## src/include/merge_cfg.svh

```systemverilog
// --------------------------------------------------------------------
// Configuration macros for the merge data generator
// Lane count, field and meta widths, packet count width, FIFO sizing
// --------------------------------------------------------------------

`ifndef MERGE_CFG_SVH
`define MERGE_CFG_SVH

// Number of input lanes merged into one packet
`define MERGE_LANES 4

// Payload widths
`define MERGE_FIELD_W 32
`define MERGE_META_W 16

// Packets per run
`define MERGE_COUNT_W 16

// Threshold leaves headroom below full
`define MERGE_FIFO_DEPTH 16
`define MERGE_PROG_THRESH 8

`endif

```

## src/logic/merge_fifo.sv

```systemverilog
`timescale 1ns/1ps
// --------------------------------------------------------------------
// Synchronous first-word-fall-through FIFO
// Full, empty and programmable-full flags from an occupancy count
// --------------------------------------------------------------------

`include "merge_cfg.svh"

module merge_fifo #(
    parameter int WIDTH       = `MERGE_META_W + `MERGE_FIELD_W,
    parameter int DEPTH       = `MERGE_FIFO_DEPTH,
    parameter int PROG_THRESH = `MERGE_PROG_THRESH
) (
    input  logic             ap_clk,
    input  logic             areset_generator,
    input  logic             wr_en,
    input  logic [WIDTH-1:0] din,
    input  logic             rd_en,
    output logic [WIDTH-1:0] dout,
    output logic             empty,
    output logic             full,
    output logic             prog_full
);

    localparam int PTR_W = (DEPTH > 1) ? $clog2(DEPTH) : 1;
    localparam int CNT_W = $clog2(DEPTH + 1);

    logic [WIDTH-1:0] mem [DEPTH];
    logic [PTR_W-1:0] wr_ptr;
    logic [PTR_W-1:0] rd_ptr;
    logic [CNT_W-1:0] count;
    logic             wr_ok;
    logic             rd_ok;

    assign wr_ok = wr_en & ~full;
    assign rd_ok = rd_en & ~empty;

    assign empty     = (count == '0);
    assign full      = (count == CNT_W'(DEPTH));
    assign prog_full = (count >= CNT_W'(PROG_THRESH));

    // Head entry always on the output
    assign dout = mem[rd_ptr];

    always_ff @(posedge ap_clk) begin
        if (wr_ok) begin
            mem[wr_ptr] <= din;
        end
    end

    // ----------------------------------------------------------------
    // Pointers and occupancy
    // ----------------------------------------------------------------
    always_ff @(posedge ap_clk) begin
        if (areset_generator) begin
            wr_ptr <= '0;
            rd_ptr <= '0;
            count  <= '0;
        end
        else begin
            if (wr_ok) begin
                wr_ptr <= (wr_ptr == PTR_W'(DEPTH - 1)) ? '0 : wr_ptr + 1'b1;
            end
            if (rd_ok) begin
                rd_ptr <= (rd_ptr == PTR_W'(DEPTH - 1)) ? '0 : rd_ptr + 1'b1;
            end
            case ({wr_ok, rd_ok})
                2'b10:   count <= count + 1'b1;
                2'b01:   count <= count - 1'b1;
                default: count <= count;
            endcase
        end
    end

    // Upstream flow control keeps writes off a full FIFO
    assert property (@(posedge ap_clk) disable iff (areset_generator) wr_en |-> !full)
        else $error("merge_fifo write while full");

    // Readers must check empty before popping
    assert property (@(posedge ap_clk) disable iff (areset_generator) rd_en |-> !empty)
        else $error("merge_fifo read while empty");

endmodule : merge_fifo

```

## config.mk

```make
export PLATFORM = sky130hd
export DESIGN_NAME = merge_fifo
export DESIGN_NICKNAME = d
export VERILOG_FILES = /design/src/logic/merge_fifo.sv
export VERILOG_INCLUDE_DIRS = /design/src /design/src/include
export SDC_FILE = /design/constraint.sdc
export NUM_CORES = 1
export LEC_CHECK = 0
export ABC_CLOCK_PERIOD_IN_PS = 7500
export BUFFER_PORTS_ARGS = -buffer_cell sky130_fd_sc_hd__buf_4
export CORE_AREA = 4 4 250 252
export CTS_CLUSTER_DIAMETER = 50
export DETAILED_ROUTE_END_ITERATION = 6
export DIE_AREA = 0 0 254 256
export HOLD_SLACK_MARGIN = 0.06
export PLACE_DENSITY = 0.66
export SYNTH_ARGS = -nofsm -noshare
export SYNTH_HDL_FRONTEND = slang
export SYNTH_SLANG_ARGS = --single-unit
```

## constraint.sdc

```tcl
create_clock -name ap_clk -period 7.5 [get_ports ap_clk]
set_input_delay 1.875 -clock ap_clk [delete_from_list [all_inputs] [get_ports ap_clk]]
set_output_delay 1.875 -clock ap_clk [all_outputs]
set_load 0.1 [all_outputs]
```

Word level (Yosys, flattened, before mapping)
Memory sizes are Yosys's and may differ from the RTL's. A register that Yosys moved wholly into a read port is not among the register bits. Cells that the tools add are included.

Add/subtract/negate cells: 4. $mul: 0. Div/mod/pow operators: 0. Order comparisons: 1. Equal/unequal tests: 5. Shift-type cells: 0. Multiplexer cells: 7. Bitwise operators: 4. Reduce and logical (&&, ||, !) cells: 2.

Operators with widths (count): 4-bit 2-to-1 mux (4); 5-bit one-hot mux with 2 select lines (1); 4-bit by 1-bit adder with 4-bit output, second input constant (2); 4-bit == test, second input constant (2); 5-bit by 1-bit adder with 5-bit output, second input constant (1); 5-bit == test, second input constant (1); 5-bit by 4-bit >= comparator with 1-bit output, second input constant (1); 5-bit logical NOT (1); 5-bit by 1-bit subtractor with 5-bit output, second input constant (1); 1-bit AND (2); 2-bit by 1-bit == test with 1-bit output, second input constant (1); 2-bit == test, second input constant (1); 1-bit 2-to-1 mux (2); 1-bit NOT (2); 2-bit nonzero test (1).

Flip-flop bits (word level): 13. Bits in latches: 0. Memory bits (writable): 768. ROM bits: 0. Output and inout bits: 51. Word-level logic and storage cells: 27. Memories kept: 1.

Memories: mem (depth 16, width 48, rd ports 1, clocked after Yosys merged registers in 1, wr ports 1, line merge_fifo.sv:28) `logic [WIDTH-1:0] mem [DEPTH];`.

Longest topological paths before layout
Depth in word-level cells: 5. Depth in mapped cells: 14.

Worst setup path before layout
No wires, ideal clock.

Kind: input to register. From: input wr_en. To: memory mem[7][0] (netlist name) (enable). Setup time: 0.513 ns. Arrival: 5.550 ns. Path slack: 1.437 ns. Cell stages on the path: 4. Buffers on the path: 1. Cell sequence: o21a_1 > buf_2 > inv_1 > nor3_1.

Cells in the longest elaborated chain, start to end: 3.

RTL lines: from (decl) (line merge_fifo.sv:16) `input logic wr_en,`; 1-bit AND (line merge_fifo.sv:35) `assign wr_ok = wr_en & ~full;`; 1-bit 2-to-1 mux (line merge_fifo.sv:46) `if (wr_ok) begin`; 1-bit 2-to-1 mux (not written as such) (line merge_fifo.sv:47) `mem[wr_ptr] <= din;`; to (decl) (line merge_fifo.sv:28).

No other way between the ends.

==> flow_summary.json <==
{
  "cts_tree": "yes",
  "crit_required_ns": 5.62,
  "finClkSkew_ns": 0.0207,
  "numCtsBuffers": 82,
  "die_w_um": 254,
  "cts_max_level": 3,
  "maxSlewViolCount": 0,
  "seq_area_sq_um": 23400,
  "utilization_pct": 56.9,
  "clock_latency_ns": 0.62,
  "place.gp.congestion": 0.697,
  "synth_area_leaders": "edfxtp_1 77%, mux4_2 18%, dfxtp_1 1.1%",
  "clk_pin_slew_worst_paths_ns": 0.06,
  "design_area_sq_um": 34200,
  "fillCellCount": 4371,
  "timing.rr.start": "count[2]$_SDFFE_PP0P_",
  "synthCells": 1184,
  "rows": 90,
  "vias": 13000,
  "final_cell_mix": "768 x edfxtp_1, 240 x mux4_2, 123 x buf_4",
  "synth_top_area_share_pct": 77.3,
  "ant_nets": 0,
  "multi_input_area_sq_um": 6100,
  "min_from": "rd_ptr[3]$_SDFFE_PP0N_",
  "p_per_area_nw_per_um2": 350,
  "ys_types": 37,
  "critPathKind": "register to primary output",
  "status": "completed",
  "cts.sink_count": 785,
  "nets": 1393,
  "place_hpwl_mm": 29.8,
  "grt_max_degree": 83,
  "io_buffers": 102,
  "ctsHoldBuffers": 0,
  "drt_first_pass_iters": 5,
  "worstHoldPathType": "register to register",
  "overflow": 0,
  "grt_setup_unrepaired": "no",
  "routed_wl_mm": 60.4,
  "syn_nets": 1244,
  "slew_headroom_pct": 28.1,
  "drc_errors": 0,
  "setup-tns-final_ns": 0,
  "grt_pass1_vias": 14000,
  "fin_crit_ns": 5.33,
  "critPathCaptureType": "primary output",
  "die_area_sq_um": 65000,
  "drive_gt1_share_pct": 36.1,
  "syn_area_sq_um": 29800,
  "viasPerCell": 5.95,
  "crit_path_start_kind": "register",
  "min_period_over_period_pct": 71.0,
  "post-cts-setup-buffers": 0,
  "post_cts_resized": 0,
  "antenna_found_initial": 4,
  "power.total_mw": 12.0,
  "root_buffer": "clkbuf_16",
  "ys_ff_latch": 785,
  "syn_avg_cell_area_sq_um": 25.2,
  "tightest_slew_ns": 1.08,
  "setup_violations": 0,
  "cp_max_fo": 72,
  "p_leak_nw": 10.5,
  "num_io_pins": 103,
  "grt_pass1_wl_mm": 91.2,
  "clock.fmax_mhz": 188,
  "track_usage_pct": 19.0,
  "die_height_um": 256,
  "maxCapViolCount": 0,
  "hold_viol_final": 0,
  "cts_buffer_depth": 3,
  "ys_seq_area_share_pct": 78.5,
  "layout_setup_ws_ns": 2.17,
  "drt_iter0_drc": 1340,
  "place_area_sq_um": 31500,
  "synth_area_leader_cell": "edfxtp_1",
  "mostFrequentLayoutCell": "edfxtp_1",
  "cp.arrival_ns": 3.45,
  "dpl_worst_slack_ns": 2.71,
  "avgRoutedWirePerCell_um": 27.7,
  "core_area_sq_um": 60100,
  "initial_core_util_pct": 49.6,
  "ys_warn_count": 0,
  "ir_worst_vdd_v": 0.000624,
  "areaGrowthSynthToFinish_pct": 14.7
}
state kept, by name (all words and copies together), names as in the netlist, named ones only:
name,count
count,5
wr_ptr,4
rd_ptr,4
mem,768
stage by stage:
step | cells | hold WS [ns]
after floorplan | 1184 | 0.472
after global placement | 2031 | 0.479
after detailed placement | 2031 | 0.506
after CTS | 2174 | 0.524
after global routing | 2174 | 0.539
final | 2177 | 0.517
synth_stat cells:
library cell / count
o21a_1: 1
o21bai_1: 1
buf_6: 21
nor3_1: 5
a311oi_1: 1
ha_1: 8
nand4b_1: 1
o31ai_1: 1
o211ai_1: 2
nand3b_1: 1
mux4_2: 240
nand3_1: 2
mux2_2: 2
or3b_2: 1
or4_1: 1
edfxtp_1: 768
nand2_1: 8
a41oi_1: 1
buf_1: 6
inv_1: 6
a32oi_1: 1
nor2_1: 23
nand2b_1: 2
clkbuf_1: 26
xor2_1: 6
a31oi_1: 2
and3_1: 1
or3_1: 2
or2_2: 1
nor2b_1: 1
a21oi_1: 8
buf_2: 8
a311o_1: 1
o21ai_0: 3
mux2i_1: 4
o21ai_1: 1
dfxtp_1: 17
where the power goes:
part,switching (mW),internal (mW)
clock,1.61,2.41
combinational,1.80,1.07
sequential,0.115,4.94
metal layers:
| layer | up-vias | share of wire [%] | routed length, um | global-route usage, % |
|---|---|---|---|---|
| met1 | 7063 | 43 | 26100 | 27.9 |
| met5 | - | 0.018 | 11 | 0 |
| met2 | 378 | 49 | 29700 | 30.1 |
| li1 | 5439 | - | - | - |
| met4 | 2 | 1.5 | 902 | 4.57 |
| met3 | 72 | 6.0 | 3640 | 3.59 |
critical path, cell delays in order (launching register included):
cell	delay, ns
dfxtp_4	0.81
buf_12	0.55
mux4_2	0.58
mux4_2	0.58
buf_4	0.28
path summary, 6_finish.rpt:
path	end	slack, ns	cells after the start
setup / recovery	dout[12]	2.17	4
setup reg to reg	mem[8][32]$_DFFE_PP_	4.34	5
hold / removal	register	0.52	2
hold reg to reg	register	0.52	2
layout make-up:
type / instances / area share (%)
Tap cell: 782 / 2.86
Clock buffer: 98 / 6.24
Sequential cell: 785 / 68.5
Clock inverter: 45 / 1.61
Timing Repair Buffer: 126 / 2.88
Multi-Input combinational cell: 332 / 17.8
Antenna cell: 3 / 0.0220
Inverter: 6 / 0.0659
logic make-up after synthesis:
logic type	Yosys count	share of synthesized area, %
AOI/OAI and AO/OA	23	0.491
xor gates and xnor gates	6	0.176
adders and majority gates	8	0.336
and+or+nand+nor	49	0.764
muxes	246	18.3
DFF	785	78.5
buffers and inverters	67	1.41
Note: power is estimated with default switching activity, not from simulation.
