**src/include/merge_cfg.svh**
```systemverilog
// --------------------------------------------------------------------
// Configuration macros for the merge data generator
// Lane count, field and meta widths, packet count width, FIFO sizing
// --------------------------------------------------------------------

`ifndef MERGE_CFG_SVH
`define MERGE_CFG_SVH

// Number of input lanes merged into one packet
`define MERGE_LANES 4

// Payload widths
`define MERGE_FIELD_W 32
`define MERGE_META_W 16

// Packets per run
`define MERGE_COUNT_W 16

// Threshold leaves headroom below full
`define MERGE_FIFO_DEPTH 16
`define MERGE_PROG_THRESH 8

`endif

```
**src/logic/merge_pkg.sv**
```systemverilog
// --------------------------------------------------------------------
// Data types and control state encoding for the merge data generator
// --------------------------------------------------------------------

package merge_pkg;

`include "merge_cfg.svh"

    // ----------------------------------------------------------------
    // Payload types
    // ----------------------------------------------------------------
    typedef logic [`MERGE_FIELD_W-1:0] field_t;
    typedef logic [`MERGE_META_W-1:0]  meta_t;

    // A set bit enables its lane
    typedef logic [`MERGE_LANES-1:0] lane_mask_t;

    // Lane 0 field sits in the low bits
    typedef logic [`MERGE_LANES*`MERGE_FIELD_W-1:0] packet_data_t;

    typedef logic [`MERGE_COUNT_W-1:0] pkt_count_t;

    // ----------------------------------------------------------------
    // Run control FSM
    // ----------------------------------------------------------------
    typedef enum logic [2:0] {
        ST_IDLE,
        ST_CFG_ACK,
        ST_BUSY,
        ST_PAUSE,
        ST_DONE
    } merge_state_t;

endpackage : merge_pkg

```
**src/logic/merge_combiner.sv**
```systemverilog
`timescale 1ns/1ps
// --------------------------------------------------------------------
// Merge combiner
// Per-lane capture flags, lane pops and merged packet register
// --------------------------------------------------------------------

`include "merge_cfg.svh"

module merge_combiner (
    input  logic                    ap_clk,
    input  logic                    areset_generator,
    input  logic                    run,
    input  merge_pkg::lane_mask_t   lane_mask,
    input  logic [`MERGE_LANES-1:0] lane_empty,
    input  merge_pkg::meta_t        lane_meta [`MERGE_LANES],
    input  merge_pkg::field_t       lane_field [`MERGE_LANES],
    output logic [`MERGE_LANES-1:0] lane_pop,
    output logic                    merge_fire,
    output merge_pkg::meta_t        pkt_meta,
    output merge_pkg::packet_data_t pkt_data
);

    import merge_pkg::*;

    localparam int FW = $bits(field_t);

    lane_mask_t captured;
    lane_mask_t take;
    lane_mask_t drop;
    logic       all_captured;

    // ----------------------------------------------------------------
    // Lane pops
    // ----------------------------------------------------------------
    // Masked lanes count as already captured
    assign all_captured = &(captured | ~lane_mask);
    assign merge_fire   = run & all_captured;

    // Enabled lane with data that still owes a field
    assign take = {`MERGE_LANES{run}} & lane_mask & ~lane_empty & ~captured;

    // Masked lanes drained and discarded
    assign drop = ~lane_mask & ~lane_empty;

    assign lane_pop = take | drop;

    // ----------------------------------------------------------------
    // Capture flags
    // ----------------------------------------------------------------
    always_ff @(posedge ap_clk) begin
        if (areset_generator) begin
            captured <= '0;
        end
        else if (merge_fire) begin
            captured <= '0;
        end
        else begin
            captured <= captured | take;
        end
    end

    // ----------------------------------------------------------------
    // Packet register
    // ----------------------------------------------------------------
    always_ff @(posedge ap_clk) begin
        if (take[0]) begin
            pkt_meta <= lane_meta[0];
        end
        for (int i = 0; i < `MERGE_LANES; i++) begin
            if (take[i]) begin
                pkt_data[i*FW +: FW] <= lane_field[i];
            end
            else if (!lane_mask[i]) begin
                // Disabled lanes contribute zero
                pkt_data[i*FW +: FW] <= '0;
            end
        end
    end

    // Mask comes from control and may never see a capture on a masked lane
    assert property (@(posedge ap_clk) disable iff (areset_generator)
        (captured & ~lane_mask) == '0)
        else $error("merge_combiner captured a masked lane");

endmodule : merge_combiner

```
**config.mk**
```make
export PLATFORM = sky130hd
export DESIGN_NAME = merge_combiner
export DESIGN_NICKNAME = d
export VERILOG_FILES = /design/src/logic/merge_pkg.sv /design/src/logic/merge_combiner.sv
export VERILOG_INCLUDE_DIRS = /design/src /design/src/include
export SDC_FILE = /design/constraint.sdc
export NUM_CORES = 1
export LEC_CHECK = 0
export BUFFER_PORTS_ARGS = -buffer_cell sky130_fd_sc_hd__buf_2
export CAP_MARGIN = 20
export CORE_AREA = 2 2 137 139
export DETAILED_ROUTE_END_ITERATION = 10
export DIE_AREA = 0 0 139 141
export SLEW_MARGIN = 10
export SYNTH_ARGS = -nofsm -noshare
export SYNTH_HDL_FRONTEND = slang
export SYNTH_SLANG_ARGS = --single-unit
```
**constraint.sdc**
```tcl
create_clock -name ap_clk -period 3.3 [get_ports ap_clk]
set_input_delay 0.495 -clock ap_clk [delete_from_list [all_inputs] [get_ports ap_clk]]
set_output_delay 0.495 -clock ap_clk [all_outputs]
set_load 0.1 [all_outputs]
```
# After elaboration in Yosys (flattened, before gate mapping)
# Index checks and enable logic that the tools add are counted.
[word_totals] output_inout_bits=149 input_bits=203 register_bits=148 wordCells=31
[op_classes] eq_ne=4 bitwise_logic=11 n_mux=8 n_reduce_logical=2
[op_table] operator="$mux W32" n=8
[op_table] operator="$and A4 B4 Y4" n=4
[op_table] operator="$not A4 Y4" n=3
[op_table] operator="$or A4 B4 Y4" n=3
[op_table] operator="$ne A2 B1 Y1 const B" n=4
[op_table] operator="$reduce_and A4 Y1" n=1
[op_table] operator="$reduce_or A2 Y1" n=1
[op_table] operator="$and A1 B1 Y1" n=1

# Logic depth before layout (Yosys ltp)
# Gate-level depths: netlist of the first run.
[logic_depth] word_depth=5 mapped_depth=5 depth_no_buf=3

# Worst setup path before layout of the first run
# Ideal clock, no wire load.
[synth_timing] path_type="input -> output" startpoint="input port run" endpoint="output port lane_pop[3]" stages=3 setup_slack_ns=0.292 arrival_ns=2.513 path_cell_list="buf_4 -> or3b_4 -> a21oi_1"
[synth_between] elab_chain_cells=4
[synth_rtl] element="start: declaration" line_no="merge_combiner.sv:12" source="input logic run,"
[synth_rtl] element="$and A4 B4 Y4 (3 in a row)" line_no="merge_combiner.sv:40" source="assign take = {`MERGE_LANES{run}} & lane_mask & ~lane_empty & ~captured;"
[synth_rtl] element="$or A4 B4 Y4" line_no="merge_combiner.sv:45" source="assign lane_pop = take | drop;"
[synth_rtl] element="end: declaration" line_no="merge_combiner.sv:17" source="output logic [`MERGE_LANES-1:0] lane_pop,"
# Every way passes these cells.

# Final worst setup path of the first run
[layout_timing] startpoint="register captured[3]" endpoint="output port lane_pop[3]"
[layout_between] elab_chain_cells=3
[layout_rtl] element="start: declaration" line_no="merge_combiner.sv:27" source="lane_mask_t captured;"
[layout_rtl] element="start signal: assignment" line_no="merge_combiner.sv:58" source="captured <= captured | take;"
[layout_rtl] element="$not A4 Y4" line_no="merge_combiner.sv:40"
[layout_rtl] element="$and A4 B4 Y4" line_no="merge_combiner.sv:40"
[layout_rtl] element="$or A4 B4 Y4" line_no="merge_combiner.sv:45"
# Every way passes these cells.

==> summary.md, run 1 <==
| Metric | Value |
|---|---|
| Initial antenna violation count | 0 |
| Grt met2 use | 23.6% |
| Placer Congestion | 0.777 |
| Syn Area/Cell | 17.2 um^2 |
| Critical path peak fanout | 6 |
| N_diodes | 0 |
| Initial Util | 30.4% |
| Ys async rst share | 0% |
| Synth Area in Adders | 0% |
| CP arrival | 1.89 ns |
| Crit end category | output port |
| P&R area growth vs syn | 42.9% |
| Die width | 139 um |
| Pin count of the biggest net entering global routing | 49 |
| Number of enable flip-flop cells after synthesis | 144 |
| RSZ-0062 raised after global routing | false |
| Gr ovfl total | 0 |
| Postcts setup bufs | 0 |
| Register area | 4400 um^2 |
| First-pass GRT wire length | 20.1 mm |
| CTS buffer count | 17 |
| CTS tree | done |
| Final WL | 13.2 mm |
| Via count | 3692 |
| Setup_tns | 0 ns |
| Max VDD drop | 0.331 mV |
| Clock power frac | 38.2% |
| Min Tclk post-route | 2.39 ns |
| Internal power component | 3.60 mW |
| CTS clk-pin slew, worst paths | 0.06 ns |
| Post-Synth Simple-Gate Area | 17.1% |
| Number of synthesized register bits | 148 |
| Xor/xnor cell area share of the yosys netlist | 0% |
| Die Area | 19600 um^2 |
| CP bufs+invs | 1 |
| Pleak | 3.61 nW |
| Residual DRC | 0 |
| Top FF cell, synth | edfxtp_1 |
| CP required | 2.80 ns |
| Via-to-Cell Ratio | 4.17 |
| Number of port buffers | 303 |
| Filler instances | 1755 |
| 1st-iter DRT viols | 196 |
| GR peak layer | met2 |
| Clk sinks | 148 |
| Slowest CP cell | buf_2 |
| Rows | 50 |
| Skew final | 0.0148 ns |
| Most common cell after layout, fill and taps aside | buf_2 |
| Routing usage on met3 | 5.26% |
| Post-DRT Antenna Nets | 0 |
| Max-slew violations | 0 |
| Vias in the first global route | 3914 |
| Psw | 1.67 mW |
| CP max stage delay | 0.45 ns |
| Clock Latency Late Sink | 0.42 ns |
| Status | completed |
| GRT met1 Usage | 13.8% |
| Highest clock rate | 419 MHz |
| Avg WL per Cell | 14.9 um |
| Worst-margin pin slew | 0.887 ns |
| Post-synthesis mux area share | 0% |
| Hold Path Class | in2reg |
| Area contributors post-synth | edfxtp_1, and2_1, dfxtp_1, buf_6, nand2b_1 |
| Compound-Gate Fraction of Synth Area | 1.57% |
| Worst path cell trace | nand2b_4 -> or3b_4 -> a21oi_1 -> buf_2 |
| Cts hold-fix bufs | 0 |
| HPWL Detailed | 9.87 mm |
| Most frequent cells in the layout | buf_2, edfxtp_1, and2_1, clkbuf_16, buf_4 |
| Top delay family on crit path | simple AND/OR/NAND/NOR gates |
| Cts repair resizes | 0 |
| Synthesized net count | 527 |
| Power density cells | 663 nW/um^2 |
| Final setup viols | 0 |
| Sw frac | 31.6% |
| Critical path class | reg2out |
| Post-synthesis cell type count | 23 |
| Mapped Cells | 324 |
| Final Cycle Share | 72.3% |
| Hold slack | 0.261 ns |
| Die Ht | 141 um |
| Fin nets | 843 |
| CTS Buffer Depth | 2 |
| CP Launch Type | flip-flop |
| Area share of the largest cell type after synthesis | 77.8% |
| Sequential share of power | 41.8% |
| H-tree Lvls | 4 |
| Number of synthesis warnings | 0 |
| Worst rel slew slack | 40.8% |
| Post-synth top area cell | edfxtp_1 |
| Hold Fails Final Rpt | 0 |
| Gr usage total | 13.2% |
| Main combinational cell family by area after synthesis | simple AND/OR/NAND/NOR gates |
| Top Ports | 352 |
| Core Region | 18300 um^2 |
| Logic pwr share | 20.0% |
| Layout cell share with drive strength beyond 1 | 53.1% |
| Initial DRT Pass Iterations | 4 |
| MaxCap Viol Count | 0 |
| CTS root buf | clkbuf_16 |
| Multi-input gate area | 1040 um^2 |
| Register area share after synthesis | 79.2% |
| Post-synthesis cell area | 5560 um^2 |
-- power groups by stage --
stage               clock network [mW]  registers (mW)  logic [mW]
finish                            2.01            2.20        1.06
global route                      2.15            2.21        1.09
detailed placement                   0            2.24        1.06
global placement                     0            2.24        1.06
floorplan                            0            2.97       0.119
CTS                               2.06            2.20        1.06
-- cell families (layout without fill, tap and decap cells) --
group,after synthesis,count (layout)
flip-flops,148,148
AO/OA/AOI/OAI,12,12
buffers and inverters,17,345
AND/OR/NAND/NOR,147,147
-- state kept, by name, indices dropped and copies added, names as in the netlist --
signal / cells
captured: 4
pkt_data: 128
pkt_meta: 16
-- through the flow --
stage | setup WS [ns] | instance area [um^2] | total power, mW | std cells | util, %
floorplan | 0.292 | 5560 | 3.09 | 324 | -
global placement | 1.07 | 7330 | 3.30 | 855 | 40.1
detailed placement | 1.07 | 7330 | 3.31 | 855 | 40.1
CTS | 0.867 | 7950 | 5.33 | 886 | 43.5
global route | 0.815 | 7950 | 5.45 | 886 | 43.5
finish | 0.914 | 7950 | 5.27 | 886 | 43.5
-- cells in the mapped netlist, types with 2 or more instances --
master	n
buf_2	3
buf_6	6
a31oi_1	3
nor3_2	2
a211oi_1	3
or3_1	2
edfxtp_1	144
nand2b_1	4
dfxtp_1	4
clkbuf_2	3
inv_1	4
and2_1	129
a21oi_1	3
nand2_1	5
-- cell type report --
cell class | count | share of cell area, %
clock inverters | 13 | 2.30
multi-input cells | 159 | 13.1
inverters | 4 | 0.189
flip-flops and latches | 148 | 55.4
clock buffers | 18 | 5.40
well taps | 234 | 3.69
repair buffers | 310 | 19.9
-- worst paths after layout --
path	start	slack, ns	cells past startpoint	end
setup / recovery	captured[3]	0.91	4	lane_pop[3]
hold / removal	lane_meta[57]	0.26	1	pkt_meta[9]
setup reg to reg	captured[1]	1.60	3	pkt_data[59]
hold reg to reg	captured[3]	0.49	2	captured[3]
-- routing by layer --
metal | vias up | share of wire, %
met4 | 0 | 2.1
met1 | 1721 | 37
met5 | - | 0
li1 | 1779 | -
met2 | 176 | 52
met3 | 16 | 9.0
Power figures use the tool's default switching activity.
==> inputs of run 2 (changes only) <==
==> constraint.sdc (replaced) <==
create_clock -name ap_clk -period 2.2 [get_ports ap_clk]
set_input_delay 0.33 -clock ap_clk [delete_from_list [all_inputs] [get_ports ap_clk]]
set_output_delay 0.33 -clock ap_clk [all_outputs]
set_load 0.1 [all_outputs]
==> run 2 against run 1 <==
Net effect: setup slack got worse by 0.77 ns; wire length rose by 0.39%; via count rose by 1.5%; sequential power rose by 50%; final cell count rose by 0.23%; critical path depth did not move; die area did not move; clock skew fell by 0.0056 ns; global-route usage rose by 0.19 points; non-clock buffer count rose by 2; critical endpoint is now merge_fire; highest routed layer unchanged.
==> summary.md, run 2 (synthesized netlist as in run 1, its figures left out) <==
| Metric | Value |
|---|---|
| MaxCap Viol Count | 0 |
| Max-slew violations | 0 |
| Hold Path Class | in2reg |
| Biggest regs | pkt_data x128, pkt_meta x16, captured x4 |
| GR peak layer | met2 |
| Most common cell after layout, fill and taps aside | buf_2 |
| Gr ovfl total | 0 |
| Top reg by flops | pkt_data |
| Max VDD drop | 0.494 mV |
| Final core occ | 43.6% |
| Placer Congestion | 0.757 |
| GRT met1 Usage | 14.5% |
| Pin count of the biggest net entering global routing | 49 |
| Worst path cell trace | nand2b_1 -> o2111a_1 -> and2_1 -> clkbuf_4 |
| Die width | 139 um |
| Hold Fails Final Rpt | 0 |
| Clk sinks | 148 |
| Initial antenna violation count | 0 |
| Skew final | 0.00921 ns |
| Clock Latency Late Sink | 0.41 ns |
| Gr usage total | 13.4% |
| Crit end category | output port |
| Core Region | 18300 um^2 |
| Via count | 3746 |
| Cts hold-fix bufs | 0 |
| N_diodes | 0 |
| CTS Buffer Depth | 2 |
| Top Ports | 352 |
| CTS root buf | clkbuf_16 |
| CTS tree | done |
| HPWL Detailed | 9.93 mm |
| Residual DRC | 0 |
| Critical path class | reg2out |
| CP Launch Type | flip-flop |
| Worst rel slew slack | 65.9% |
| Status | completed |
| Pleak | 3.61 nW |
| Worst-margin pin slew | 0.515 ns |
| Initial DRT Pass Iterations | 4 |
| First-pass GRT wire length | 20.4 mm |
| 1st-iter DRT viols | 133 |
| Min Tclk post-route | 2.05 ns |
| Die Area | 19600 um^2 |
| CP arrival | 1.72 ns |
| Highest clock rate | 487 MHz |
| Fin nets | 845 |
| CP required | 1.87 ns |
| H-tree Lvls | 4 |
| Final Cycle Share | 93.3% |
| Most frequent cells in the layout | buf_2, edfxtp_1, and2_1, clkbuf_16, buf_4 |
| RSZ-0062 raised after global routing | false |
| Critical path peak fanout | 5 |
| Slowest CP cell | dfxtp_1 |
| CTS buffer count | 17 |
| Setup_tns | 0 ns |
| Via-to-Cell Ratio | 4.22 |
| CTS clk-pin slew, worst paths | 0.06 ns |
| Post-DRT Antenna Nets | 0 |
| Initial Util | 30.4% |
| Number of port buffers | 303 |
| Layout cell share with drive strength beyond 1 | 53.8% |
| Vias in the first global route | 3890 |
| Final setup viols | 0 |
| P&R area growth vs syn | 43.4% |
| Routing usage on met3 | 5.54% |
| Rows | 50 |
| Power density cells | 953 nW/um^2 |
| Max FFs per register | 128 |
| Grt met2 use | 23.3% |
| Die Ht | 141 um |
| CP max stage delay | 0.38 ns |
| Avg WL per Cell | 14.9 um |
| Final WL | 13.2 mm |
-- run 2: cell types whose count changed in the layout (fill, tap and decap cells not counted) --
cell / delta
clkinv_2: +3
a21oi_1: -3
bufinv_16: -3
clkbuf_4: +1
a21oi_2: +3
clkinv_1: -2
buf_2: -4
buf_12: +5
clkinvlp_4: +1
clkbuf_1: +1
-- run 2: through the flow --
step / power, mW / setup slack [ns] / hold slack [ns] / cell area, um^2 / cells
floorplan: 4.64 / 0.135 / 0.403 / 5570 / 324
global placement: 4.97 / 0.404 / 0.476 / 7430 / 857
detailed placement: 4.99 / 0.420 / 0.480 / 7430 / 857
CTS: 7.67 / 0.0294 / 0.0705 / 7970 / 888
global route: 7.85 / 0.0382 / 0.0707 / 7970 / 888
finish: 7.59 / 0.147 / 0.0904 / 7970 / 888
-- run 2: worst paths after layout --
check / from / end / slack, ns / cells after the start
max: captured[1] / merge_fire / 0.15 / 4
min: lane_meta[50] / pkt_meta[2] / 0.09 / 1
max reg2reg: captured[3] / pkt_data[99] / 0.66 / 4
min reg2reg: captured[3] / captured[3] / 0.49 / 2
-- run 2: repair_timing --
item	4_1_cts	5_1_grt
buffers inserted	0	0
endpoints found under the setup margin	0	1
resized for setup	0	1
-- run 2: metal layers --
metal	up-vias	share of wire, %	routed length (um)
met5	-	0	0
met4	0	1.8	234
met3	18	9.5	1260
met2	181	52	6860
met1	1767	37	4870
li1	1780	-	-
-- run 2: cell type report --
type	instances	area (um^2)
fill	1750	10300
sequential	148	4400
clock buffer	19	433
tap	234	293
clock inverter	12	108
multi-input combinational	159	1050
inverter	4	15.0
timing repair buffer	312	1670
-- run 2: worst max-delay path: cells and delay by family (launching register included) --
family,cells,cell delay [ns]
buf+inv,1,0.33
simple gates,2,0.29
flops,1,0.38
compound gates,1,0.32
-- run 2: where the power goes --
group / switching (mW) / internal, mW
clock network: 1.13 / 1.55
logic: 1.34 / 0.271
registers: 0.0397 / 3.26
total: 2.51 / 5.08
==> inputs of run 3 (changes only) <==
--- a/config.mk
+++ b/config.mk
@@ -6,11 +6,14 @@
 export SDC_FILE = /design/constraint.sdc
 export NUM_CORES = 1
 export LEC_CHECK = 0
+export ABC_AREA = 1
 export BUFFER_PORTS_ARGS = -buffer_cell sky130_fd_sc_hd__buf_2
 export CAP_MARGIN = 20
-export CORE_AREA = 2 2 137 139
+export CORE_ASPECT_RATIO = 0.8
+export CORE_MARGIN = 2
+export CORE_UTILIZATION = 35
 export DETAILED_ROUTE_END_ITERATION = 10
-export DIE_AREA = 0 0 139 141
+export PLACE_DENSITY = 0.67
 export SLEW_MARGIN = 10
 export SYNTH_ARGS = -nofsm -noshare
 export SYNTH_HDL_FRONTEND = slang
==> constraint.sdc (replaced) <==
create_clock -name ap_clk -period 2.2 [get_ports ap_clk]
set_input_delay 0.22 -clock ap_clk [delete_from_list [all_inputs] [get_ports ap_clk]]
set_output_delay 0.22 -clock ap_clk [all_outputs]
set_load 0.1 [all_outputs]
==> run 3 against run 2 <==
Net effect: worst hold slack gained 0.0018 ns; clock skew shrank 0.0024 ns; combinational power grew 4%; clock power grew 6%; design area grew 4.8%; register-to-register slack is essentially flat.
==> summary.md, run 3 <==
| Metric | Value |
|---|---|
| Synthesized net count | 661 |
| Number of synthesized register bits | 148 |
| Final Cycle Share | 87.8% |
| Initial DRT Pass Iterations | 4 |
| Gr usage total | 15.3% |
| Status | completed |
| Final setup viols | 0 |
| Register area share after synthesis | 75.2% |
| HPWL Detailed | 9.69 mm |
| Max VDD drop | 0.504 mV |
| Die Area | 17800 um^2 |
| Register-to-register setup slack | 0.66 ns |
| Max-slew violations | 0 |
| Via count | 4099 |
| Post-synthesis cell type count | 12 |
| Hold Path Class | in2reg |
| CP Launch Type | flip-flop |
| Power density cells | 933 nW/um^2 |
| Setup_tns | 0 ns |
| Max FFs per register | 128 |
| Post-synthesis cell area | 5860 um^2 |
| Total power | 7.80 mW |
| Top FF cell, synth | edfxtp_1 |
| Area contributors post-synth | edfxtp_1, inv_1, nor2_1, nor2_2, buf_6 |
| CP required | 1.98 ns |
| N_diodes | 0 |
| Post-DRT Antenna Nets | 0 |
| Critical path class | reg2out |
| Die width | 149 um |
| Critical path peak fanout | 14 |
| Crit end category | output port |
| 1st-iter DRT viols | 168 |
| Worst-margin pin slew | 0.509 ns |
| Area share of the largest cell type after synthesis | 73.8% |
| Initial Util | 35.6% |
| Syn Area/Cell | 12.8 um^2 |
| Via-to-Cell Ratio | 4.00 |
| CP startpoint | captured[1] |
| Min Tclk post-route | 1.93 ns |
| CTS buffer count | 17 |
| Layout cell share with drive strength beyond 1 | 48.6% |
| First-pass GRT wire length | 20.5 mm |
| Vias in the first global route | 4149 |
| RSZ-0062 raised after global routing | false |
| P&R area growth vs syn | 42.6% |
| Placer Congestion | 0.755 |
| CP arrival | 1.71 ns |
| Residual DRC | 0 |
| Mapped Cells | 458 |
| Most frequent cells in the layout | buf_2, edfxtp_1, inv_1, nor2_1, nor2_2 |
| Core Region | 16400 um^2 |
| Pin count of the biggest net entering global routing | 33 |
| Hold Fails Final Rpt | 0 |
| CTS Buffer Depth | 2 |
| CP endpoint | lane_pop[1] |
| Initial antenna violation count | 0 |
| Pleak | 4.27 nW |
| Number of synthesis warnings | 0 |
| Top reg by flops | pkt_data |
| Die Ht | 120 um |
| Top Ports | 352 |
| Final core occ | 50.8% |
| Skew final | 0.00678 ns |
| Rows | 42 |
| H-tree Lvls | 4 |
| Number of enable flip-flop cells after synthesis | 144 |
| Top post-synthesis cells by count | edfxtp_1, inv_1, nor2_1 |
| Most common cell after layout, fill and taps aside | buf_2 |
| Ys async rst share | 0% |
| Fin nets | 995 |
| Worst Reg-to-Reg Cells | 4 |
| Avg WL per Cell | 13.0 um |
| Hold slack | 0.0922 ns |
| CTS root buf | clkbuf_16 |
| Clk sinks | 148 |
| CTS tree | done |
| Number of port buffers | 303 |
| Highest clock rate | 518 MHz |
| MaxCap Viol Count | 0 |
| Reg-to-reg endpoint | pkt_data[57] |
| Gr ovfl total | 0 |
| Biggest regs | pkt_data x128, pkt_meta x16, captured x4 |
| Final WL | 13.3 mm |
| Post-synth top area cell | edfxtp_1 |
| FF-to-FF Start | captured[1] |
| Clock Latency Late Sink | 0.42 ns |
| Most common cell in the synthesized netlist | edfxtp_1 |
| Worst rel slew slack | 66.3% |
| Cts repair resizes | 0 |
| CTS clk-pin slew, worst paths | 0.07 ns |
[run 3: cell count changes in the layout (fill, tap and decap cells not counted), sizes merged, moves of 3 or more]
| cell | delta |
|---|---|
| nor2 | +134 |
| nor3 | -3 |
| nand2 | +5 |
| and2 | -129 |
| inv | +137 |
| nand2b | -5 |
| nand4 | +3 |
| dlygate4sd3 | +16 |
| a211oi | -3 |
[run 3: critical path, cell delays in order, from the launching register on]
cell and delay (ns):
dfxtp_1 0.33, nor2_4 0.15, nand3_4 0.21, a21oi_2 0.17, buf_2 0.43
[run 3: cell families after synthesis]
kind of cell           Yosys count  synth area share (%)
AND/OR/NAND/NOR                149                  12.6
buffers and inverters          153                  11.5
AO/OA/AOI/OAI                    8                 0.769
flip-flops                     148                  75.2
[run 3: final cells by class]
cell class	count	area, um^2
Fill cell	1485	8090
Inverter	140	526
Sequential cell	148	4400
Timing Repair Buffer	328	1770
Multi-Input combinational cell	157	798
Clock buffer	18	429
Tap cell	220	275
Clock inverter	14	151
[run 3: routing by layer]
layer	GRT usage [%]	wire length, um	vias to the layer above
li1	-	-	2071
met1	16.2	5030	1832
met2	26.5	6780	181
met3	6.69	1260	15
met4	6.31	198	0
met5	0	0	-
[run 3: repair_timing]
action,CTS,global route
buffers inserted,0,0
hold buffers,16,0
endpoints found under the hold margin,16,0
[run 3: worst min path at each step]
stage,from,end,slack [ns],depth (start not counted)
after global routing,lane_field[76],pkt_data[44],0.08,3
after detailed placement,lane_meta[58],pkt_meta[10],0.40,1
final,lane_field[80],pkt_data[48],0.09,3
after CTS,lane_field[65],pkt_data[33],0.07,3
after global placement,lane_meta[63],pkt_meta[15],0.40,1
after floorplan,lane_meta[48],pkt_meta[0],0.32,0
[run 3: per-stage QoR]
stage	setup slack (ns)	std cells	instance area, um^2
after floorplan	0.398	458	5870
after global placement	0.541	977	7620
after detailed placement	0.546	977	7620
after CTS	0.209	1025	8360
after global routing	0.166	1025	8360
final	0.268	1025	8360
[run 3: where the power goes]
| part | total, mW | switching (mW) | internal (mW) |
|---|---|---|---|
| Sequential | 3.30 | 0.0372 | 3.26 |
| Combinational | 1.67 | 1.40 | 0.275 |
| Clock | 2.83 | 1.15 | 1.68 |
| Total | 7.80 | 2.59 | 5.21 |
