--- config.mk ---
export PLATFORM = sky130hd
export DESIGN_NAME = merge_control
export DESIGN_NICKNAME = d
export VERILOG_FILES = /design/src/logic/merge_pkg.sv /design/src/logic/merge_control.sv
export VERILOG_INCLUDE_DIRS = /design/src /design/src/include
export SDC_FILE = /design/constraint.sdc
export NUM_CORES = 1
export LEC_CHECK = 0
export BUFFER_PORTS_ARGS = -buffer_cell sky130_fd_sc_hd__buf_2
export CORE_MARGIN = 10
export CORE_UTILIZATION = 51
export DETAILED_ROUTE_END_ITERATION = 16
export GPL_ROUTABILITY_DRIVEN = 0
export GPL_TIMING_DRIVEN = 0
export PLACE_DENSITY = 0.76
export SLEW_MARGIN = 10
export SYNTH_ARGS = -nofsm -noshare
export SYNTH_HDL_FRONTEND = slang
export SYNTH_SLANG_ARGS = --single-unit
--- constraint.sdc ---
create_clock -name ap_clk -period 1.9 [get_ports ap_clk]
set_input_delay 0.095 -clock ap_clk [delete_from_list [all_inputs] [get_ports ap_clk]]
set_output_delay 0.095 -clock ap_clk [all_outputs]
set_load 0.02 [all_outputs]
--- src/include/merge_cfg.svh ---
// --------------------------------------------------------------------
// Configuration macros for the merge data generator
// Lane count, field and meta widths, packet count width, FIFO sizing
// --------------------------------------------------------------------

`ifndef MERGE_CFG_SVH
`define MERGE_CFG_SVH

// Number of input lanes merged into one packet
`define MERGE_LANES 4

// Payload widths
`define MERGE_FIELD_W 32
`define MERGE_META_W 16

// Packets per run
`define MERGE_COUNT_W 16

// Threshold leaves headroom below full
`define MERGE_FIFO_DEPTH 16
`define MERGE_PROG_THRESH 8

`endif

--- src/logic/merge_pkg.sv ---
// --------------------------------------------------------------------
// Data types and control state encoding for the merge data generator
// --------------------------------------------------------------------

package merge_pkg;

`include "merge_cfg.svh"

    // ----------------------------------------------------------------
    // Payload types
    // ----------------------------------------------------------------
    typedef logic [`MERGE_FIELD_W-1:0] field_t;
    typedef logic [`MERGE_META_W-1:0]  meta_t;

    // A set bit enables its lane
    typedef logic [`MERGE_LANES-1:0] lane_mask_t;

    // Lane 0 field sits in the low bits
    typedef logic [`MERGE_LANES*`MERGE_FIELD_W-1:0] packet_data_t;

    typedef logic [`MERGE_COUNT_W-1:0] pkt_count_t;

    // ----------------------------------------------------------------
    // Run control FSM
    // ----------------------------------------------------------------
    typedef enum logic [2:0] {
        ST_IDLE,
        ST_CFG_ACK,
        ST_BUSY,
        ST_PAUSE,
        ST_DONE
    } merge_state_t;

endpackage : merge_pkg

--- src/logic/merge_control.sv ---
`timescale 1ns/1ps
// --------------------------------------------------------------------
// Run control FSM for the merge data generator
// Four-phase configuration handshake, packet counting, pause and done
// --------------------------------------------------------------------

module merge_control (
    input  logic                  ap_clk,
    input  logic                  areset_generator,
    input  logic                  cfg_req,
    input  merge_pkg::lane_mask_t cfg_mask,
    input  merge_pkg::pkt_count_t cfg_count,
    input  logic                  merge_fire,
    input  logic                  prog_full,
    output logic                  cfg_ack,
    output merge_pkg::lane_mask_t lane_mask,
    output logic                  run,
    output logic                  done
);

    import merge_pkg::*;

    // ----------------------------------------------------------------
    // State and counters
    // ----------------------------------------------------------------
    merge_state_t state;
    merge_state_t next_state;
    pkt_count_t   remaining;
    logic         cfg_accept;
    logic         last_fire;

    // Configuration taken only between runs
    assign cfg_accept = cfg_req & ((state == ST_IDLE) | (state == ST_DONE));

    // Merge that completes the configured count
    assign last_fire = merge_fire & (remaining == pkt_count_t'(1));

    // ----------------------------------------------------------------
    // Next state
    // ----------------------------------------------------------------
    always_comb begin
        next_state = state;
        case (state)
            ST_IDLE, ST_DONE: begin
                if (cfg_req) begin
                    next_state = ST_CFG_ACK;
                end
            end
            ST_CFG_ACK: begin
                // Wait for the host to drop its request
                if (!cfg_req) begin
                    if (remaining == '0) begin
                        next_state = ST_DONE;
                    end
                    else begin
                        next_state = ST_BUSY;
                    end
                end
            end
            ST_BUSY: begin
                if (last_fire) begin
                    next_state = ST_DONE;
                end
                else if (prog_full) begin
                    next_state = ST_PAUSE;
                end
            end
            ST_PAUSE: begin
                if (!prog_full) begin
                    next_state = ST_BUSY;
                end
            end
            default: begin
                next_state = ST_IDLE;
            end
        endcase
    end

    // ----------------------------------------------------------------
    // State register, configuration latch, packet counter
    // ----------------------------------------------------------------
    always_ff @(posedge ap_clk) begin
        if (areset_generator) begin
            state     <= ST_IDLE;
            lane_mask <= '0;
            remaining <= '0;
        end
        else begin
            state <= next_state;
            if (cfg_accept) begin
                lane_mask <= cfg_mask;
                remaining <= cfg_count;
            end
            else if (merge_fire) begin
                remaining <= remaining - 1'b1;
            end
        end
    end

    // Outputs decoded straight from the state
    assign cfg_ack = (state == ST_CFG_ACK);
    assign run     = (state == ST_BUSY);
    assign done    = (state == ST_DONE);

    // ----------------------------------------------------------------
    // Checks
    // ----------------------------------------------------------------
    // Lane 0 carries the meta word, so it has to be enabled
    assert property (@(posedge ap_clk) disable iff (areset_generator)
        cfg_accept |-> cfg_mask[0])
        else $error("merge_control run accepted with lane 0 masked");

    // Combiner only completes packets while the run is active
    assert property (@(posedge ap_clk) disable iff (areset_generator)
        merge_fire |-> (state == ST_BUSY))
        else $error("merge_control merge_fire outside busy");

endmodule : merge_control

; ---- Word level (Yosys, flattened, before mapping)
; Index checks and enable logic that the tools add are counted.
[totals]
output_inout_bits = 7
in_bits = 25
ff_bits = 23
wordCells = 30
[op_classes]
bitwise = 3
reduce_logical = 5
n_eq_ne = 9
addsub = 1
muxes = 9
[op_table]
columns = operator, n
row1 = 16-bit 2-to-1 mux, 2
row2 = 3-bit 2-to-1 mux, 6
row3 = "16-bit by 1-bit == test with 1-bit output, second input constant", 1
row4 = 16-bit zero test, 1
row5 = "16-bit by 1-bit subtractor with 16-bit output, second input constant", 1
row6 = 3-bit case mux with 4 select lines, 1
row7 = "3-bit by 2-bit == test with 1-bit output, second input constant", 2
row8 = "2-bit != test, second input constant", 3
row9 = 4-bit AND reduction, 1
row10 = "3-bit by 1-bit == test with 1-bit output, second input constant", 1
row11 = "3-bit == test, second input constant", 1
row12 = 3-bit zero test, 1
row13 = "3-bit by 2-bit != test with 1-bit output, second input constant", 1
row14 = 1-bit bitwise AND, 2
row15 = 2-bit nonzero test, 1
row16 = 2-bit OR reduction, 1
row17 = 1-bit OR, 1

; ---- Logic depth before layout (Yosys ltp)
; Gate-level depths: netlist (run 1).
[depth]
ltp_word = 4
ltp_mapped = 7
ltp_nobuf = 7

; ---- Worst setup path after synthesis (run 1)
; Ideal clock, no wire load.
[synth_timing]
path_kind = register to register
start = register state[1]
end = register state[2]
setup_time_ns = 0.116
stages_incl_launch_ff = 7
n_path_buf = 1
required_time_ns = 1.784
slack_ns = 0.085
synth_period_minus_slack_ns = 1.815
arrival_ns = 1.699
cell_sequence = dfxtp_1 > clkbuf_1 > nor3b_1 > inv_1 > o21ai_0 > a31o_2 > a21oi_1
[synth_between]
elab_cells_between_ends = 12
cone_classes = eq/ne (8) / mux (1) / reduce/logical (3)
[synth_lines]
columns = element, line_no
row1 = "start, declared", merge_control.sv:26  ; merge_state_t state;
row2 = "start signal, assigned", merge_control.sv:89  ; state <= next_state;
row3 = 3-bit by 2-bit == test with 1-bit output *, n/a
row4 = named net run, merge_control.sv:17  ; output logic run,
row5 = 3-bit by 2-bit != test with 1-bit output (no line), n/a
row6 = 4-bit AND reduction (no line), n/a
; Mark *: on every way through the listed nets, which the timed path passes. The rest lies on a longest branch.
; A chain may end at the register's enable or synchronous reset.

; ---- Worst setup path after layout (run 1)
[layout_timing]
start = register remaining[4]
end = register remaining[11]
[layout_between]
elab_chain_cells = 3
[layout_lines]
columns = element, line_no
row1 = "start, declared", merge_control.sv:28  ; pkt_count_t remaining;
row2 = "start signal, assigned", merge_control.sv:92  ; remaining <= cfg_count;
row3 = "start signal, assigned", merge_control.sv:95  ; remaining <= remaining - 1'b1;
row4 = 16-bit by 1-bit subtractor with 16-bit output, merge_control.sv:95
row5 = 16-bit 2-to-1 mux, merge_control.sv:94  ; else if (merge_fire) begin
row6 = 16-bit 2-to-1 mux, merge_control.sv:90  ; if (cfg_accept) begin
; No other way between the ends. The select of a mux whose other input is x is not followed.

==> results.ini, run 1 <==
[sta]
fmax_ghz = 0.551
final_max_slew_viol_count = 0
timing.final.crit_share_pct = 95.5
fin_setup_tns_ns = 0
period_minus_slack_ns = 1.81
worstMarginPinSlew_ns = 0.568
finalSetupViolCount = 0
hold_viol_final = 0
slew_headroom_pct = 61.8
fin_worst_skew_ns = 0.00130

[yosys]
syn-num-nets = 182
netlist_top_cells_area = dfxtp_1, a211oi_1, nor2_1
synth_warnings = 0
synth.top_cell.area_share_pct = 36.8
syn-mean-instance-area_um2 = 8.06
synth_area_leader_cell = dfxtp_1
ys_ff_latch = 23
synth.distinct_cells = 37
syn_inst = 155
synth-seq-area-share_pct = 36.8
synthesis.area_um2 = 1250

[die]
fp-row-count = 17
ios = 32
die_x_um = 69.5
start_util_pct = 54.9
design.core.area_um2 = 2280
die_y_um = 69.5
die_area_um2 = 4830

[job]
max-cap-violations = 0

[finish]
drive_gt1_share_pct = 25.1
final-seq-area_um2 = 463
area_growth_pct = 22.3
multi_input_area_um2 = 736
nFillCells = 199
antennaDiodeCount = 0
nets = 223

[detailed_routing]
vias = 1251
drt_iter0_drc = 171
wl_per_cell_um = 14.5
routed_wirelength_mm = 3.24
post-route-drc-count = 0
avgViaCountPerCell = 5.61
ant_nets = 0
dr.pass1.iters = 4

[worst_setup_path]
reg2reg_slack_ns = 0.09
crit_type = flip-flop to flip-flop
worstPathRequired_ns = 2.14
worstPathArrival_ns = 2.05
start_kind = flip-flop
crit_path_end_kind = flip-flop
critPathMaxFanout = 5

[global_routing]
grt_start_max_net_pins = 13
grt_use_total_pct = 13.1
antenna_found_initial = 0
grt_pass1_wl_mm = 5.50
overflow = 0
grt_pass1_vias = 1195

[place]
post-dp-hpwl_mm = 2.42
portBuffers = 31

[clocking]
cts-htree-levels = 1
clock_sinks = 23
cts_buffers = 3
cts_tree = done
ctsLongestPathBuffers = 2
cts_root_buffer = clkbuf_4
path_clk_slew_ns = 0.13
clock_latency_ns = 0.31

[pwr]
powerDensity_nw_per_um2 = 792
vdd_drop_max_mv = 0.633
p_total_mw = 1.21
leakagePower_nw = 0.604

[hold_path]
min_path_type = primary input to flip-flop

[run_status]
status = finished, final reports clean

-- worst max-delay path, cell delays in order, from the launching register on --
cell,delay (ns)
dfxtp_2,0.37
nor4_4,0.38
nand2_1,0.11
or4b_1,0.49
xor2_1,0.17
a211oi_2,0.22
-- final timing paths --
check / start / cells past startpoint / to
worst min register to register: lane_mask[3]$_SDFFE_PP0P_ / 2 / lane_mask[3]$_SDFFE_PP0P_
worst min-delay path: cfg_mask[0] / 3 / lane_mask[0]$_SDFFE_PP0P_
worst max-delay path: remaining[4]$_SDFFE_PP0P_ / 5 / remaining[11]$_SDFFE_PP0P_
worst max register to register: remaining[4]$_SDFFE_PP0P_ / 5 / remaining[11]$_SDFFE_PP0P_
-- sequential cells by signal (all words and copies together), names as in the netlist --
register,cells
state,3
lane_mask,4
remaining,16
-- layer usage --
layer,track usage (%),part of all wire (%),vias to the layer above
met5,0,0,-
met4,6.21,1.2,0
met3,3.14,4.8,4
met2,20.2,49,29
met1,16.7,45,582
li1,-,-,636
-- final cells by class --
type / count / share of cell area, %
Tap cell: 28 / 2.29
Clock buffer: 4 / 1.72
Multi-Input combinational cell: 119 / 48.1
Timing Repair Buffer: 38 / 14.4
Inverter: 4 / 0.982
Sequential cell: 23 / 30.3
Buffer: 7 / 2.21
-- report_power, final --
part,switching [mW],total [mW],internal [mW],leakage (nW)
sequential,0.0610,0.602,0.541,0.191
combinational,0.207,0.378,0.171,0.398
clock,0.149,0.231,0.0821,0.0150
-- cells in the final DEF, fill, tap and decap left out, types with 2 or more instances in the layout --
master / instances
clkbuf_1: 4
o21ai_0: 5
xnor2_1: 5
xor2_1: 5
nor3_1: 5
nor2_1: 19
nand2_1: 18
and3_1: 2
nor2b_1: 2
a311oi_1: 5
buf_4: 3
nand3_1: 8
a21oi_1: 10
dfxtp_1: 21
buf_2: 33
a211oi_1: 10
or3_1: 3
ha_1: 2
nor3b_1: 3
inv_1: 4
dfxtp_2: 2
clkbuf_4: 3
dlygate4sd3_1: 5
-- stage by stage --
stage | std cells | utilization, % | setup slack [ns] | instance area (µm²) | hold WS (ns)
after floorplan | 155 | - | 0.0850 | 1250 | 0.167
after global placement | 214 | 63.3 | 0.0346 | 1440 | 0.334
after detailed placement | 214 | 63.3 | 0.00481 | 1440 | 0.343
after CTS | 222 | 66.2 | 0.0269 | 1510 | 0.00417
after global routing | 223 | 67.2 | -0.0342 | 1530 | 0.0288
final | 223 | 67.2 | 0.0859 | 1530 | 0.00746
-- synthesized netlist by cell type --
| library cell | n |
|---|---|
| or4b_1 | 1 |
| and2b_1 | 1 |
| a311oi_1 | 5 |
| a41oi_1 | 1 |
| nor3_1 | 5 |
| xnor2_1 | 5 |
| dfxtp_1 | 23 |
| a21oi_1 | 10 |
| buf_4 | 1 |
| nand3_1 | 8 |
| nor2b_1 | 2 |
| o41ai_1 | 1 |
| a211oi_2 | 1 |
| nor3b_1 | 3 |
| nand2_1 | 18 |
| a211oi_1 | 10 |
| o21ai_0 | 5 |
| nand2b_1 | 1 |
| or3_1 | 3 |
| buf_2 | 2 |
| or2_2 | 1 |
| mux2_2 | 1 |
| xor2_1 | 5 |
| nor4_2 | 1 |
| clkbuf_1 | 6 |
| ha_1 | 2 |
| inv_1 | 4 |
| o221ai_1 | 1 |
| nor2_1 | 19 |
| nand4_1 | 1 |
| nor4_4 | 1 |
| nor4_1 | 1 |
| a31o_2 | 1 |
| nand3b_1 | 1 |
| a21o_1 | 1 |
| and3_1 | 2 |
| o211ai_1 | 1 |
-- cells by family (layout without fill, tap and decap cells) --
kind of cell,Yosys count,count (layout),share of synthesized area (%)
flip-flops,23,23,36.8
buffers and inverters,13,53,4.40
AO/OA/AOI/OAI,37,37,20.5
adder cells (fa/ha/maj),2,2,2.00
multiplexers,1,1,0.901
AND/OR/NAND/NOR,69,69,28.3
XOR/XNOR,10,10,7.01
-- timing repair --
action	4_1_cts	5_1_grt
pin swaps	1	1
gates resized for setup	1	3
endpoints found under the hold margin	4	1
cloned	0	0
endpoints found under the setup margin	10	21
buffers inserted	0	2
hold buffers	4	1
Power figures use the tool's default switching activity.
==> run 2, diff against run 1 <==
--- a/config.mk
+++ b/config.mk
@@ -6,13 +6,14 @@
 export SDC_FILE = /design/constraint.sdc
 export NUM_CORES = 1
 export LEC_CHECK = 0
+export ABC_AREA = 1
 export BUFFER_PORTS_ARGS = -buffer_cell sky130_fd_sc_hd__buf_2
 export CORE_MARGIN = 10
-export CORE_UTILIZATION = 51
+export CORE_UTILIZATION = 55
 export DETAILED_ROUTE_END_ITERATION = 16
 export GPL_ROUTABILITY_DRIVEN = 0
 export GPL_TIMING_DRIVEN = 0
-export PLACE_DENSITY = 0.76
+export PLACE_DENSITY = 0.79
 export SLEW_MARGIN = 10
 export SYNTH_ARGS = -nofsm -noshare
 export SYNTH_HDL_FRONTEND = slang
==> results.ini, run 2 <==
[worst_setup_path]
critPathMaxFanout = 5
start_kind = flip-flop
max_stage_delay_ns = 0.36
critPathSlowestCell = dfxtp_1
worstPathCellList = inv_1, ha_1, nand2_1, nor2_2, nand2_1, o21ai_0, a31oi_1
crit_type = flip-flop to flip-flop
reg2reg_slack_ns = 0.42
timing.rr.start = remaining[0]$_SDFFE_PP0P_
worstPathArrival_ns = 1.68
crit_path_end_kind = flip-flop
worstPathRequired_ns = 2.10
r2r-end = remaining[10]$_SDFFE_PP0P_
worst_r2r_path_depth = 7
crit_top_cell = nand2_1

[clocking]
clock_latency_ns = 0.31
hold_buffers = 0
cts_resized = 0
cts_tree = done
clock_sinks = 23
cts_buffers = 3
postCtsSetupRepairBufs = 0
cts_root_buffer = clkbuf_4
cts-htree-levels = 1
path_clk_slew_ns = 0.13
ctsLongestPathBuffers = 2

[yosys]
synth.top_cell.area_share_pct = 28.3
synth.distinct_cells = 36
netlist_top_cells_area = dfxtp_1, nand2_1, inv_1
syn_inst = 248
synth_area_leader_cell = dfxtp_1
yosysMostFrequentCell = nand2_1
async_flop_share_pct = 0
ys_ff_latch = 23
synth_ff_type = dfxtp_1
synthesis.area_um2 = 1630
syn-mean-instance-area_um2 = 6.56
synth_edf_count = 0
synth_warnings = 0
syn-num-nets = 275
synth_common_cells = nand2_1, inv_1, nor2_1
synth-seq-area-share_pct = 28.3

[detailed_routing]
wl_per_cell_um = 13.0
avgViaCountPerCell = 5.39
routed-wl-met2_mm = 1.85
highest_layer = met4
routedLengthMet1_mm = 1.85
routed_wirelength_mm = 4.07
vias = 1688
dr.pass1.iters = 5
ant_nets = 0
post-route-drc-count = 0
drt_iter0_drc = 61
wl_met3_um = 284

[global_routing]
grt_pass1_vias = 1610
grt_start_max_net_pins = 13
overflow = 0
grt_pass1_wl_mm = 6.83
antenna_found_initial = 0
grt_use_total_pct = 15.2

[sta]
period_minus_slack_ns = 1.48
hold_viol_final = 0
timing.final.crit_share_pct = 77.7
fin_setup_tns_ns = 0
rsz0062_at_grt = no
worstMarginPinSlew_ns = 0.355
final_max_slew_viol_count = 0
fin_worst_skew_ns = 0.00645
fmax_ghz = 0.677
slew_headroom_pct = 76.4
finalSetupViolCount = 0

[die]
ios = 32
die_x_um = 74.4
fp-row-count = 19
start_util_pct = 58.0
die_area_um2 = 5540
die_y_um = 74.4
design.core.area_um2 = 2810

[finish]
largest_register = remaining
largest_register_ffs = 16
drive_gt1_share_pct = 24.5
stdcell_area_um2 = 1840
nets = 310
final_common_cell = nand2_1
area_growth_pct = 13.2
final_cell_mix = nand2_1, inv_1, buf_2
reg_top3 = remaining x16, lane_mask x4, state x3
multi_input_area_um2 = 981
nFillCells = 292
antennaDiodeCount = 0
final-seq-area_um2 = 460

[hold_path]
holdPathStages = 3
whs_endpoint = lane_mask[0]$_SDFFE_PP0P_
min_path_type = primary input to flip-flop
hp-start = cfg_mask[0]

[place]
post-dp-hpwl_mm = 3.20
portBuffers = 30
dpl_cell_area_um2 = 1820

[job]
max-cap-violations = 0

[pwr]
powerDensity_nw_per_um2 = 1530
leakagePower_nw = 0.894
vdd_drop_max_mv = 0.745

[run_status]
status = finished, final reports clean

[run 2: cell count changes in the layout (fill, tap and decap cells not counted), moves of 8 or more]
cell and change:
inv_1 +27, nand3_1 +15, nor2_2 +8, a211oi_1 -10, nand2_1 +41
[run 2: power by group]
part,switching [mW],internal [mW]
clock network,0.148,0.0820
registers,0.191,0.645
logic,1.11,0.636
total,1.45,1.36
[run 2: critical path: cells and delay by family (launching register included)]
kind | cells | cell delay [ns]
AOI/OAI and AO/OA | 2 | 0.32
adders and majority gates | 1 | 0.18
buffers and inverters | 1 | 0.08
DFF | 1 | 0.36
and+or+nand+nor | 3 | 0.42
[run 2: area by class of cell]
cell class              instances  area share (%)
clock buffers                   4            1.43
multi-input cells             185            53.2
plain buffers                   8            3.60
flip-flops and latches         23            25.0
repair buffers                 30            8.15
inverters                      32            6.52
well taps                      31            2.10
[run 2: cell families after synthesis]
kind of cell | Yosys count | synth area share [%]
AO/OA/AOI/OAI | 38 | 13.5
XOR/XNOR | 1 | 0.538
adder cells (fa/ha/maj) | 2 | 1.54
buffers and inverters | 40 | 11.5
flip-flops | 23 | 28.3
AND/OR/NAND/NOR | 144 | 44.7
[run 2: layer usage]
metal	vias to the layer above	track usage [%]
li1	872	-
met3	10	2.79
met4	0	7.14
met5	-	0
met2	59	24.9
met1	747	18.7
[run 2: metrics by stage]
| stage | hold slack (ns) | setup WS, ns | std cells | utilization [%] | power [mW] |
|---|---|---|---|---|---|
| floorplan | 0.258 | 0.639 | 248 | - | 2.21 |
| global placement | 0.341 | 0.493 | 309 | 64.8 | 2.55 |
| detailed placement | 0.353 | 0.489 | 309 | 64.8 | 2.58 |
| CTS | 0.0226 | 0.463 | 313 | 65.7 | 2.81 |
| global route | 0.0548 | 0.354 | 313 | 65.7 | 3.09 |
| finish | 0.0189 | 0.423 | 313 | 65.7 | 2.82 |
[run 2: how the worst max path moves through the flow]
stage,start,endpoint,slack (ns)
after global routing,remaining[0]$_SDFFE_PP0P_,remaining[10]$_SDFFE_PP0P_,0.35
after detailed placement,remaining[0]$_SDFFE_PP0P_,remaining[10]$_SDFFE_PP0P_,0.49
after floorplan,state[1]$_SDFFE_PP0P_,state[2]$_SDFFE_PP0P_,0.64
after global placement,remaining[0]$_SDFFE_PP0P_,remaining[10]$_SDFFE_PP0P_,0.49
after CTS,remaining[0]$_SDFFE_PP0P_,remaining[10]$_SDFFE_PP0P_,0.46
final,remaining[0]$_SDFFE_PP0P_,remaining[10]$_SDFFE_PP0P_,0.42
==> run 3, diff against run 2 <==
--- a/config.mk
+++ b/config.mk
@@ -9,11 +9,11 @@
 export ABC_AREA = 1
 export BUFFER_PORTS_ARGS = -buffer_cell sky130_fd_sc_hd__buf_2
 export CORE_MARGIN = 10
-export CORE_UTILIZATION = 55
+export CORE_UTILIZATION = 49
 export DETAILED_ROUTE_END_ITERATION = 16
 export GPL_ROUTABILITY_DRIVEN = 0
 export GPL_TIMING_DRIVEN = 0
-export PLACE_DENSITY = 0.79
+export PLACE_DENSITY = 0.74
 export SLEW_MARGIN = 10
 export SYNTH_ARGS = -nofsm -noshare
 export SYNTH_HDL_FRONTEND = slang
==> constraint.sdc (replaced) <==
create_clock -name ap_clk -period 1.3 [get_ports ap_clk]
set_input_delay 0.065 -clock ap_clk [delete_from_list [all_inputs] [get_ports ap_clk]]
set_output_delay 0.065 -clock ap_clk [all_outputs]
set_load 0.02 [all_outputs]
==> results.ini, run 3 (synthesis gave the netlist of run 2 again) <==
[sta]
slew_headroom_pct = 70.3
finalSetupViolCount = 7
worstMarginPinSlew_ns = 0.445
fmax_ghz = 0.757
period_minus_slack_ns = 1.32
fin_ws_ns = -0.0208
timing.final.crit_share_pct = 102
fin_worst_skew_ns = 0.0140
final_max_slew_viol_count = 0
hold_viol_final = 0
rsz0062_at_grt = yes
fin_setup_tns_ns = -0.0742

[die]
die_area_um2 = 6030
start_util_pct = 52.0
ios = 32
die_y_um = 77.6
die_x_um = 77.6
design.core.area_um2 = 3130
fp-row-count = 20

[clocking]
cts_root_buffer = clkbuf_4
cts-htree-levels = 1
path_clk_slew_ns = 0.14
cts_buffers = 3
clock_latency_ns = 0.33
clock_sinks = 23
ctsLongestPathBuffers = 2
cts_tree = done

[global_routing]
grt_pass1_wl_mm = 7.84
overflow = 0
grt_pass1_vias = 1707
grt_use_total_pct = 15.1
grt_start_max_net_pins = 14
antenna_found_initial = 0

[finish]
largest_register_ffs = 16
area_growth_pct = 36.2
nets = 325
final_cell_mix = nand2_1, buf_2, inv_1
drive_gt1_share_pct = 39.1
reg_top3 = remaining x16, lane_mask x4, state x3
antennaDiodeCount = 0
largest_register = remaining
final_common_cell = nand2_1

[detailed_routing]
wl_per_cell_um = 13.6
drt_iter0_drc = 140
avgViaCountPerCell = 5.20
vias = 1772
dr.pass1.iters = 5
routed_wirelength_mm = 4.65
post-route-drc-count = 0
ant_nets = 0

[run_status]
violations = negative setup slack
status = complete, but fails checks

[pwr]
pwr-share-seq_pct = 27.4
internal-power_mw = 2.42
vdd_drop_max_mv = 1.32
leakagePower_nw = 1.00
powerDensity_nw_per_um2 = 2230
netSwitchingFraction_pct = 51.2
p_total_mw = 4.95
comb_power_share_pct = 65.5
switchingPower_mw = 2.53
clkPwrFrac_pct = 7.1

[worst_setup_path]
crit_family = flip-flops
crit_path_end_kind = flip-flop
worstPathCellList = buf_6, ha_4, nand2_4, nor2_4, nand3_4, a21oi_4, nand2_1, a21oi_1
crit_buf_inv = 1
max_stage_delay_ns = 0.40
critPathMaxFanout = 4
critPathSlowestCell = dfxtp_4
crit_type = flip-flop to flip-flop
start_kind = flip-flop
worstPathRequired_ns = 1.55
worstPathArrival_ns = 1.57

[place]
portBuffers = 30
post-dp-hpwl_mm = 3.26

[hold_path]
min_path_type = primary input to flip-flop

[job]
max-cap-violations = 0

==> run 3: cell types whose count changed in the layout (fill, tap and decap cells not counted), moves of 4 or more <==
cell,delta
dfxtp_2,+6
buf_4,+5
buf_6,+4
dfxtp_4,+6
inv_1,-4
nor2_1,-8
nand2_2,+5
nor2_4,+9
dfxtp_1,-12
nand2_1,-8
dlygate4sd3_1,+8
==> run 3: final timing paths <==
kind / from / endpoint / slack [ns] / depth (start not counted)
min: cfg_count[0] / remaining[0]$_SDFFE_PP0P_ / 0.004 / 3
max: remaining[0]$_SDFFE_PP0P_ / state[0]$_SDFFE_PP0P_ / -0.02 / 8
min reg2reg: lane_mask[0]$_SDFFE_PP0P_ / lane_mask[0]$_SDFFE_PP0P_ / 0.49 / 2
max reg2reg: remaining[0]$_SDFFE_PP0P_ / state[0]$_SDFFE_PP0P_ / -0.02 / 8
==> run 3: area by class of cell <==
type / instances / area [µm²]
inverters: 32 / 131
fillers: 254 / 911
well taps: 44 / 55.1
repair buffers: 45 / 295
plain buffers: 8 / 73.8
clock inverters: 1 / 5.00
multi-input cells: 185 / 1140
flip-flops and latches: 23 / 490
clock buffers: 3 / 22.5
==> run 3: per-layer routing <==
metal,routed length [µm],GRT usage [%],vias up
li1,-,-,906
met1,1980,19.1,809
met2,2370,26.0,52
met3,261,2.53,5
met4,44,3.65,0
met5,0,0,-
==> run 3: worst reg2reg max path: stages, from the launching register on <==
cell	delay, ns
dfxtp_4	0.40
buf_6	0.10
ha_4	0.12
nand2_4	0.05
nor2_4	0.13
nand3_4	0.10
a21oi_4	0.16
nand2_1	0.07
a21oi_1	0.11
==> run 3: metrics by stage <==
step | area, µm² | instances | setup slack (ns) | util (%) | hold WS (ns)
2_1_floorplan | 1630 | 248 | 0.0391 | - | 0.228
3_3_place_gp | 1830 | 322 | -0.102 | 58.6 | 0.311
3_5_place_dp | 1830 | 322 | -0.140 | 58.6 | 0.320
4_1_cts | 2050 | 337 | -0.0206 | 65.6 | 0.00515
5_1_grt | 2220 | 341 | -0.121 | 70.9 | 0.0209
6_report | 2220 | 341 | -0.0208 | 70.9 | 0.00350
==> run 3: power by group through the flow <==
stage	combinational (mW)	clock [mW]	sequential [mW]
3_3_place_gp	2.52	0	1.23
6_report	3.24	0.351	1.36
4_1_cts	2.81	0.358	1.29
5_1_grt	3.60	0.379	1.40
3_5_place_dp	2.55	0	1.23
2_1_floorplan	2.00	0	1.23
==> run 3: timing repair <==
item	in CTS	in global routing
hold endpoints to repair	8	0
pin swaps	11	25
hold buffers	8	0
endpoints found under the setup margin	15	24
setup buffers	3	5
gates resized for setup	32	41
